$ cat config.mk
export PLATFORM = sky130hd
export DESIGN_NAME = soc_glue
export DESIGN_NICKNAME = d
export VERILOG_FILES = /design/src/source/soc_map_pkg.sv /design/src/source/soc_reset_pkg.sv /design/src/source/reset_sequencer.sv /design/src/source/reset_timer.sv /design/src/source/wb_region_decoder.sv /design/src/source/bus_error_guard.sv /design/src/source/soc_glue.sv
export SDC_FILE = /design/constraint.sdc
export NUM_CORES = 1
export LEC_CHECK = 0
export ABC_CLOCK_PERIOD_IN_PS = 2040
export BUFFER_PORTS_ARGS = -buffer_cell sky130_fd_sc_hd__buf_2
export CORE_MARGIN = 1
export CORE_UTILIZATION = 25
export CTS_BUF_LIST = sky130_fd_sc_hd__clkbuf_2 sky130_fd_sc_hd__clkbuf_4 sky130_fd_sc_hd__clkbuf_8
export CTS_CLUSTER_DIAMETER = 50
export DETAILED_ROUTE_END_ITERATION = 8
export SYNTH_ARGS = -nofsm -noshare
export SYNTH_HDL_FRONTEND = slang
export SYNTH_SLANG_ARGS = --single-unit
$ cat constraint.sdc
create_clock -name sys_clk -period 2.04 [get_ports sys_clk]
set_input_delay 0.204 -clock sys_clk [delete_from_list [all_inputs] [get_ports sys_clk]]
set_output_delay 0.204 -clock sys_clk [all_outputs]
set_load 0.005 [all_outputs]
$ cat src/source/soc_map_pkg.sv
package soc_map_pkg;

	//----------------------------------------------------------------------
	// Bus geometry
	//----------------------------------------------------------------------
	localparam int ADDR_W      = 32;
	localparam int NUM_REGIONS = 6;

	// Region field sits just below the shadow bit
	localparam int REGION_W    = 3;

	// High bits that must all be zero for a null access (lowest 256 KiB)
	localparam int GUARD_W     = 14;

	// Bit position of each slave in the one-hot select
	localparam int REGION_FLASH = 0;
	localparam int REGION_DEBUG = 1;
	localparam int REGION_USB   = 2;
	localparam int REGION_ETH   = 3;
	localparam int REGION_SDRAM = 4;
	localparam int REGION_CSR   = 5;

	//----------------------------------------------------------------------
	// Bus address, seen by the decoder and by the null guard
	//----------------------------------------------------------------------
	typedef union packed {
		// Region view, bit 31 selects the shadow copy
		struct packed {
			logic                       shadow;
			logic [REGION_W-1:0]        region;
			logic [ADDR_W-REGION_W-2:0] offset;
		} rgn;
		// Guard view
		struct packed {
			logic [GUARD_W-1:0]        guard;
			logic [ADDR_W-GUARD_W-1:0] offset;
		} grd;
	} bus_addr_u;

endpackage

$ cat src/source/soc_reset_pkg.sv
package soc_reset_pkg;

	//----------------------------------------------------------------------
	// Reset timer
	//----------------------------------------------------------------------
	localparam int RST_COUNT_W = 20;

	typedef logic [RST_COUNT_W-1:0] rst_count_t;

	// Flash leaves reset early, the CPU waits for the full count
	localparam rst_count_t DEFAULT_FLASH_RST_CYCLES = rst_count_t'(128);
	localparam rst_count_t DEFAULT_SYS_RST_CYCLES   = rst_count_t'(1048575);

	//----------------------------------------------------------------------
	// Sequencer states
	//----------------------------------------------------------------------
	typedef enum logic [1:0] {
		FLASH_HOLD,
		CPU_HOLD,
		RUN
	} rst_state_t;

endpackage

$ cat src/source/reset_sequencer.sv
`timescale 1ns/1ps

module reset_sequencer (
	input  logic       sys_clk,
	input  logic       trigger_reset,
	input  logic [2:0] btn_i,
	input  logic       hard_reset_i,
	input  logic       flash_done_i,
	input  logic       sys_done_i,
	output logic       timer_clear_o,
	output logic       flash_rst_n_o,
	output logic       sys_rst_o
);

	soc_reset_pkg::rst_state_t state_q;
	soc_reset_pkg::rst_state_t state_d;
	logic                      restart_q;

	//----------------------------------------------------------------------
	// Restart request
	//----------------------------------------------------------------------
	// All three buttons together, or a software hard reset
	always_ff @(posedge sys_clk) begin
		if (trigger_reset) begin
			restart_q <= 1'b0;
		end else begin
			restart_q <= (&btn_i) | hard_reset_i;
		end
	end

	// Timer restarts one edge after the request is sampled
	assign timer_clear_o = restart_q;

	//----------------------------------------------------------------------
	// Release order
	//----------------------------------------------------------------------
	always_comb begin
		state_d = state_q;
		case (state_q)
			soc_reset_pkg::FLASH_HOLD: begin
				if (flash_done_i) begin
					state_d = soc_reset_pkg::CPU_HOLD;
				end
			end
			soc_reset_pkg::CPU_HOLD: begin
				if (sys_done_i) begin
					state_d = soc_reset_pkg::RUN;
				end
			end
			soc_reset_pkg::RUN: begin
				state_d = soc_reset_pkg::RUN;
			end
			default: begin
				state_d = soc_reset_pkg::FLASH_HOLD;
			end
		endcase
	end

	// A held request keeps the whole sequence at its start
	always_ff @(posedge sys_clk) begin
		if (trigger_reset || restart_q) begin
			state_q <= soc_reset_pkg::FLASH_HOLD;
		end else begin
			state_q <= state_d;
		end
	end

	// Flash must be out of reset before the CPU starts fetching from it
	assign flash_rst_n_o = (state_q != soc_reset_pkg::FLASH_HOLD);
	assign sys_rst_o     = (state_q != soc_reset_pkg::RUN);

endmodule

$ cat src/source/reset_timer.sv
`timescale 1ns/1ps

module reset_timer #(
	parameter soc_reset_pkg::rst_count_t FLASH_RST_CYCLES =
		soc_reset_pkg::DEFAULT_FLASH_RST_CYCLES,
	parameter soc_reset_pkg::rst_count_t SYS_RST_CYCLES =
		soc_reset_pkg::DEFAULT_SYS_RST_CYCLES
) (
	input  logic sys_clk,
	input  logic trigger_reset,
	input  logic clear_i,
	output logic flash_done_o,
	output logic sys_done_o
);

	// Flags look one count ahead so the sequencer moves on the threshold edge
	localparam soc_reset_pkg::rst_count_t FLASH_LAST = FLASH_RST_CYCLES - 1'b1;
	localparam soc_reset_pkg::rst_count_t SYS_LAST   = SYS_RST_CYCLES - 1'b1;
	localparam soc_reset_pkg::rst_count_t COUNT_MAX  = '1;

	soc_reset_pkg::rst_count_t count_q;

	// Saturates at all ones
	always_ff @(posedge sys_clk) begin
		if (trigger_reset || clear_i) begin
			count_q <= '0;
		end else if (count_q != COUNT_MAX) begin
			count_q <= count_q + 1'b1;
		end
	end

	assign flash_done_o = (count_q >= FLASH_LAST);
	assign sys_done_o   = (count_q >= SYS_LAST);

endmodule

$ cat src/source/wb_region_decoder.sv
`timescale 1ns/1ps

module wb_region_decoder (
	input  soc_map_pkg::bus_addr_u                mst_adr_i,
	input  logic                                  mst_cyc_i,
	input  logic                                  mst_stb_i,
	input  logic [soc_map_pkg::NUM_REGIONS-1:0]   slv_ack_i,
	output logic [soc_map_pkg::NUM_REGIONS-1:0]   slv_stb_o,
	output logic                                  mst_ack_o
);

	logic [soc_map_pkg::NUM_REGIONS-1:0] region_sel;
	logic                                access;

	//----------------------------------------------------------------------
	// Region select
	//----------------------------------------------------------------------
	// Shadow bit is not looked at, so 0x8xxx_xxxx aliases 0x0xxx_xxxx
	always_comb begin
		region_sel = '0;
		casez (mst_adr_i.rgn.region)
			3'b000:  region_sel[soc_map_pkg::REGION_FLASH] = 1'b1;
			3'b001:  region_sel[soc_map_pkg::REGION_DEBUG] = 1'b1;
			3'b010:  region_sel[soc_map_pkg::REGION_USB]   = 1'b1;
			3'b011:  region_sel[soc_map_pkg::REGION_ETH]   = 1'b1;
			// SDRAM and CSR each span two region values
			3'b10?:  region_sel[soc_map_pkg::REGION_SDRAM] = 1'b1;
			3'b11?:  region_sel[soc_map_pkg::REGION_CSR]   = 1'b1;
			default: region_sel = '0;
		endcase
	end

	assign access = mst_cyc_i & mst_stb_i;

	// Strobe follows the master for as long as it holds the cycle
	assign slv_stb_o = region_sel & {soc_map_pkg::NUM_REGIONS{access}};

	//----------------------------------------------------------------------
	// Acknowledge return
	//----------------------------------------------------------------------
	// Acks from unselected slaves never reach the master
	assign mst_ack_o = |(slv_stb_o & slv_ack_i);

endmodule

$ cat src/source/bus_error_guard.sv
`timescale 1ns/1ps

module bus_error_guard (
	input  logic                   sys_clk,
	input  logic                   trigger_reset,
	input  soc_map_pkg::bus_addr_u mst_adr_i,
	input  logic                   bus_errors_en_i,
	input  logic                   mst_ack_i,
	output logic                   mst_err_o
);

	logic null_hit_q;

	// Catches null pointer accesses, address is stable for the whole cycle
	always_ff @(posedge sys_clk) begin
		if (trigger_reset) begin
			null_hit_q <= 1'b0;
		end else begin
			null_hit_q <= (mst_adr_i.grd.guard == '0);
		end
	end

	// Error comes together with the ack, not instead of it
	assign mst_err_o = bus_errors_en_i & null_hit_q & mst_ack_i;

endmodule

$ cat src/source/soc_glue.sv
`timescale 1ns/1ps

module soc_glue #(
	parameter soc_reset_pkg::rst_count_t FLASH_RST_CYCLES =
		soc_reset_pkg::DEFAULT_FLASH_RST_CYCLES,
	parameter soc_reset_pkg::rst_count_t SYS_RST_CYCLES =
		soc_reset_pkg::DEFAULT_SYS_RST_CYCLES
) (
	input  logic                                sys_clk,
	input  logic                                trigger_reset,
	input  logic [2:0]                          btn_i,
	input  logic                                hard_reset_i,
	input  logic                                bus_errors_en_i,
	input  logic [soc_map_pkg::ADDR_W-1:0]      mst_adr_i,
	input  logic                                mst_cyc_i,
	input  logic                                mst_stb_i,
	input  logic [soc_map_pkg::NUM_REGIONS-1:0] slv_ack_i,
	output logic                                flash_rst_n_o,
	output logic                                sys_rst_o,
	output logic [soc_map_pkg::NUM_REGIONS-1:0] slv_stb_o,
	output logic                                mst_ack_o,
	output logic                                mst_err_o
);

	logic timer_clear;
	logic flash_done;
	logic sys_done;

	//----------------------------------------------------------------------
	// Reset sequencing
	//----------------------------------------------------------------------
	reset_sequencer u_reset_sequencer (
		.sys_clk       (sys_clk),
		.trigger_reset (trigger_reset),
		.btn_i         (btn_i),
		.hard_reset_i  (hard_reset_i),
		.flash_done_i  (flash_done),
		.sys_done_i    (sys_done),
		.timer_clear_o (timer_clear),
		.flash_rst_n_o (flash_rst_n_o),
		.sys_rst_o     (sys_rst_o)
	);

	reset_timer #(
		.FLASH_RST_CYCLES (FLASH_RST_CYCLES),
		.SYS_RST_CYCLES   (SYS_RST_CYCLES)
	) u_reset_timer (
		.sys_clk       (sys_clk),
		.trigger_reset (trigger_reset),
		.clear_i       (timer_clear),
		.flash_done_o  (flash_done),
		.sys_done_o    (sys_done)
	);

	//----------------------------------------------------------------------
	// Bus path
	//----------------------------------------------------------------------
	wb_region_decoder u_wb_region_decoder (
		.mst_adr_i (mst_adr_i),
		.mst_cyc_i (mst_cyc_i),
		.mst_stb_i (mst_stb_i),
		.slv_ack_i (slv_ack_i),
		.slv_stb_o (slv_stb_o),
		.mst_ack_o (mst_ack_o)
	);

	bus_error_guard u_bus_error_guard (
		.sys_clk         (sys_clk),
		.trigger_reset   (trigger_reset),
		.mst_adr_i       (mst_adr_i),
		.bus_errors_en_i (bus_errors_en_i),
		.mst_ack_i       (mst_ack_o),
		.mst_err_o       (mst_err_o)
	);

endmodule

# Word level (Yosys, flattened, before mapping)
# Cells that the tools add are included.
[op_classes] add_sub_neg=1 magnitude_cmp=2 n_eq_ne=11 n_mux=9 n_bitwise=6 reduce_logical=8
[ops] cell="20-bit by 1-bit adder with 20-bit output, second input constant" n=1
[ops] cell="20-bit greater-or-equal comparator, second input constant" n=1
[ops] cell="20-bit by 7-bit greater-or-equal comparator with 1-bit output, second input constant" n=1
[ops] cell="20-bit inequality test, second input constant" n=1
[ops] cell="14-bit zero test" n=1
[ops] cell="6-bit bitwise AND" n=2
[ops] cell="2-bit == test, second input constant" n=3
[ops] cell="3-bit by 2-bit == test with 1-bit output, second input constant" n=2
[ops] cell="1-bit 2-to-1 mux" n=6
[ops] cell="2-bit inequality test, second input constant" n=3
[ops] cell="2-bit one-hot mux with 3 select lines" n=1
[ops] cell="6-bit OR reduction" n=1
[ops] cell="2-bit 2-to-1 mux" n=2
[ops] cell="1-bit bitwise AND" n=3
[ops] cell="3-bit by 1-bit == test with 1-bit output, second input constant" n=1
[ops] cell="3-bit zero test" n=1
[ops] cell="3-bit AND reduction" n=1
[ops] cell="2-bit by 1-bit == test with 1-bit output, second input constant" n=1
[ops] cell="2-bit zero test" n=1
[ops] cell="2-bit AND reduction" n=1
[ops] cell="2-bit nonzero test" n=1
[ops] cell="1-bit logical OR" n=1
[ops] cell="1-bit bitwise OR" n=1
[word_totals] reg_bits=24 out_inout_bits=10 word_cells=41

# Longest topological paths before layout
[logic_depth] ltp_word=6 depth_mapped=7

# Hierarchy
# Synthesis repeated with hierarchy kept, for this count alone.
[unflattened] cells_unflattened=183 area_unflattened_um2=1501.4
[modules_own_cells] mod="reset_timer" n_inst=1 cells_per_inst=134 area_per_inst_um2=1142.3 seq_area_each_um2=400.4
[modules_own_cells] mod="reset_sequencer" n_inst=1 cells_per_inst=22 area_per_inst_um2=192.7 seq_area_each_um2=60.1
[modules_own_cells] mod="wb_region_decoder" n_inst=1 cells_per_inst=20 area_per_inst_um2=107.6 seq_area_each_um2=0.0
[modules_own_cells] mod="bus_error_guard" n_inst=1 cells_per_inst=7 area_per_inst_um2=58.8 seq_area_each_um2=20.0

# Least setup slack after synthesis
# Ideal clock, no wire load.
[synth_timing] kind="register to register" from="register u_reset_timer.count_q[1]" to="register u_reset_timer.count_q[14]" setup_time_ns=0.116 t_arrival_ns=1.517 required_ns=1.924 path_slack_ns=0.406 stages_incl_launch_ff=8 path_cell_list="dfxtp_1 -> ha_1 -> and3_1 -> buf_4 -> nand2_1 -> nor3_1 -> a21oi_1 -> a31o_2"
[synth_between] elab_chain_len=1 elab_cells_between_ends=2 classes_between="1 x add/sub; 1 x eq/ne"
[synth_rtl] item="start: declaration" line="reset_timer.sv:21" source="soc_reset_pkg::rst_count_t count_q;"
[synth_rtl] item="start signal: assignment" line="reset_timer.sv:28" source="count_q <= count_q + 1'b1;"
[synth_rtl] item="20-bit by 1-bit adder with 20-bit output / 20-bit inequality test (equally long branches)" line="reset_timer.sv:28, reset_timer.sv:27"
# Parallel ways exist; a longest one is shown, timed or not.
# A chain may end at the register's enable or synchronous reset.

# Worst setup path after layout
# Ends and elaborated chain as after synthesis.

==> summary.txt <==
Outcome
  • Run status: complete, no violations

Synth
  • #FFs+latches synth: 24
  • Syn Inst Count: roughly 170
  • Mapped cell area: 1460 um2
  • Syn nets: between 200 and 250
  • Post-synthesis sequential area ratio: around a third
  • Count of cell types in the netlist: 41
  • YS warnings: 0
  • Avg Synthesized Cell Area: approximately 8.4 um2

Worst hold path
  • WHS Path Cells: 2
  • Hold Path Class: input port to flop
  • HP Start: trigger_reset
  • Hold EP: u_reset_sequencer.timer_clear_o

Drt
  • Routed via count: roughly 1300
  • Remaining antenna violation count: 0
  • Wire per inst: approximately 11 um
  • DRC: 0
  • Pre-Repair DR Iteration Count: 4
  • Post-Route WL: slightly above 3 mm
  • Via density: between 4 and 5
  • 1st-iter DRT viols: 37

Place
  • Final GP Congestion: between 0.7 and 0.8
  • Post-DP HPWL: around 2.4 mm
  • Number of buffers added on ports: 38
  • Pre-CTS setup slack: 317 ps
  • Placed inst area: roughly 1700 um2

STA
  • Setup TNS Final: 0 ps
  • Final min period: ~1700 ps
  • Final Skew: around 2.3 ps
  • Setup violators final: 0
  • Period utilization: between 80% and 90%
  • Final Hold Vio Count: 0
  • Worst-Margin Slew: slightly above 400 ps
  • Worst rel slew slack: 72.3%
  • Final worst slack: 304 ps
  • Achievable Freq: around 0.58 GHz
  • RSZ-0062 raised after global routing: no
  • Max-slew violations: 0

Clock network
  • CTS max path bufs: 2
  • CTS tree: done
  • Latest clock arrival within the worst-skew pair: about 260 ps
  • CTS H-tree depth: 1
  • PostCTS Resize Cnt: 0
  • Total CTS buffers: 3
  • Clock-pin slew on the worst setup and hold paths: around 80 ps
  • Clock Tree Root: clkbuf_8
  • CTS sink cnt: 24
  • Post-CTS repair timing setup buffer count: 0
  • Hold_buf cts: 0

Cells and area
  • # nets final: around 260
  • Share of cells above drive strength 1: 27.1%
  • Diode count: 0
  • Fill count: 606
  • Final Cell Area: around 1700 um2
  • Area grow syn2layout: 19.7%

Flow run
  • Maxcap violations: 0

Global routing
  • Initial antenna violation count: 0
  • Grt ovf: 0
  • Tot GR Track Use: roughly 11%
  • Vias in the first global route: about 1200
  • Largest net degree at the start of global routing: 19
  • Global-route wire length before repair: around 5.4 mm

Power
  • Pwr Density: about 470 nW/um2
  • Leakage power: 0.000707 uW
  • Total power: roughly 820 uW
  • Peak supply drop: 0.344 mV

Critical path
  • Reg2reg start: u_reset_timer.count_q[1]
  • R2r endpoint: u_reset_timer.count_q[14]
  • Worst setup EP type: flop
  • Req. time, crit path: about 2200 ps
  • R2R Setup Slk: around 300 ps
  • Crit path kind: flop to flop
  • Worst path arrival time: ~1900 ps
  • Startpoint Class: flop
  • Cell count of the worst reg-to-reg path: 6
  • Critical-path maximum fanout: 5

Die
  • Die height: 78.4 um
  • Ports: 57
  • Starting Density: 26.2%
  • Die ar.: a little over 6000 um2
  • Core footprint: 5570 um2
  • Die Span X: 78.4 um
  • Row count: 27
-- layout make-up --
cell class	instances	area (um2)	area share (%)
Inverter	7	26.3	1.51
Sequential cell	24	480	27.5
Timing Repair Buffer	41	213	12.2
Tap cell	72	90.1	5.17
Clock buffer	3	41.3	2.37
Multi-Input combinational cell	132	893	51.2
-- Yosys cell counts --
| master | number | share of area (%) |
|---|---|---|
| a31oi_1 | 8 | 3.4 |
| and2_1 | 1 | 0.43 |
| ha_1 | 5 | 4.3 |
| o41ai_2 | 1 | 1.1 |
| mux2i_1 | 3 | 2.1 |
| nand3_1 | 7 | 2.4 |
| o211ai_1 | 2 | 1.0 |
| buf_4 | 1 | 0.52 |
| nand4_4 | 1 | 1.5 |
| o31ai_1 | 1 | 0.52 |
| a31o_2 | 1 | 0.60 |
| nor3_2 | 1 | 0.69 |
| nor4b_1 | 1 | 0.60 |
| a31oi_2 | 1 | 0.86 |
| inv_1 | 7 | 1.8 |
| and3_1 | 7 | 3.0 |
| and4_1 | 2 | 1.2 |
| nor4_1 | 8 | 3.4 |
| and3_4 | 2 | 1.5 |
| o211a_1 | 1 | 0.69 |
| or2_2 | 1 | 0.43 |
| nor2_1 | 22 | 5.7 |
| xnor2_1 | 12 | 7.2 |
| clkbuf_1 | 5 | 1.3 |
| dfxtp_1 | 24 | 33 |
| nand2_1 | 12 | 3.1 |
| buf_1 | 1 | 0.26 |
| a21oi_1 | 7 | 2.4 |
| a311oi_2 | 2 | 2.1 |
| and4_4 | 1 | 0.77 |
| buf_6 | 2 | 1.5 |
| nor3_1 | 3 | 1.0 |
| a311oi_1 | 2 | 1.2 |
| nand3_4 | 1 | 1.2 |
| xor2_1 | 2 | 1.2 |
| nand4_1 | 5 | 2.1 |
| buf_2 | 1 | 0.34 |
| or3_1 | 1 | 0.43 |
| o21ai_0 | 6 | 2.1 |
| a21boi_0 | 1 | 0.52 |
| a211oi_1 | 1 | 0.52 |
-- worst max-delay path: stages (launching register included) --
cell	delay, ps
dfxtp_1	390
ha_1	250
and3_1	240
nand2_1	130
nor3_1	300
a21oi_1	110
a31o_2	210
-- layout by cell type (no fill, tap or decap), drive strengths merged, types with 2 or more instances in the layout --
cell    count
o211ai      2
nor3        4
dfxtp      24
xor2        2
nand2      12
inv         7
clkbuf      3
a311oi      4
a31oi       9
mux2i       3
nand4       6
nand3       8
nor2       22
buf        41
and4        3
a21oi       7
and3        9
xnor2      12
ha          5
o21ai       6
nor4        8
-- flip-flops by register name, indices dropped and copies added, names as in the netlist --
register,flops
u_reset_timer.count_q,20
u_reset_sequencer.timer_clear_o,1
u_bus_error_guard.null_hit_q,1
u_reset_sequencer.state_q,2
-- metal layers --
layer	global-route usage (%)	share of wire, %	vias up	wire (um)
met2	19.2	47	27	1450
met4	3.33	0.94	0	29
met1	12.7	48	594	1470
li1	-	-	698	-
met5	0	0	-	0
met3	2.56	3.8	2	116
-- logic make-up after synthesis --
| logic type | Yosys count | share of synthesized area (%) |
|---|---|---|
| buf+inv | 17 | 5.75 |
| flops | 24 | 33.0 |
| simple gates | 76 | 29.5 |
| xor+xnor | 14 | 8.41 |
| mux | 3 | 2.06 |
| compound gates | 34 | 17.0 |
| fa+ha+maj | 5 | 4.29 |
-- power by group --
group	total [uW]	internal, uW	leakage, uW	switching, uW
sequential	477	473	0.000194	3.95
combinational	69.6	34.0	0.000491	35.6
clock	271	132	0.0000216	140
total	818	639	0.000707	179
-- metrics by stage --
| step | hold WS (ps) | std cells | util, % |
|---|---|---|---|
| 2_1_floorplan | 276 | 173 | - |
| 4_1_cts | 120 | 279 | 31.3 |
| 5_1_grt | 119 | 279 | 31.3 |
| 6_report | 128 | 279 | 31.3 |
| 3_3_place_gp | 409 | 276 | 30.5 |
| 3_5_place_dp | 409 | 276 | 30.5 |
-- worst max path at each step --
| stage | start | end | cells after the start |
|---|---|---|---|
| global placement | u_reset_timer.count_q[1] | u_reset_timer.count_q[14] | 6 |
| CTS | u_reset_timer.count_q[1] | u_reset_timer.count_q[14] | 6 |
| finish | u_reset_timer.count_q[1] | u_reset_timer.count_q[14] | 6 |
| global route | u_reset_timer.count_q[1] | u_reset_timer.count_q[14] | 6 |
| detailed placement | u_reset_timer.count_q[1] | u_reset_timer.count_q[14] | 6 |
| floorplan | u_reset_timer.count_q[1] | u_reset_timer.count_q[14] | 7 |
No activity file was read; power rests on OpenSTA's default activity.
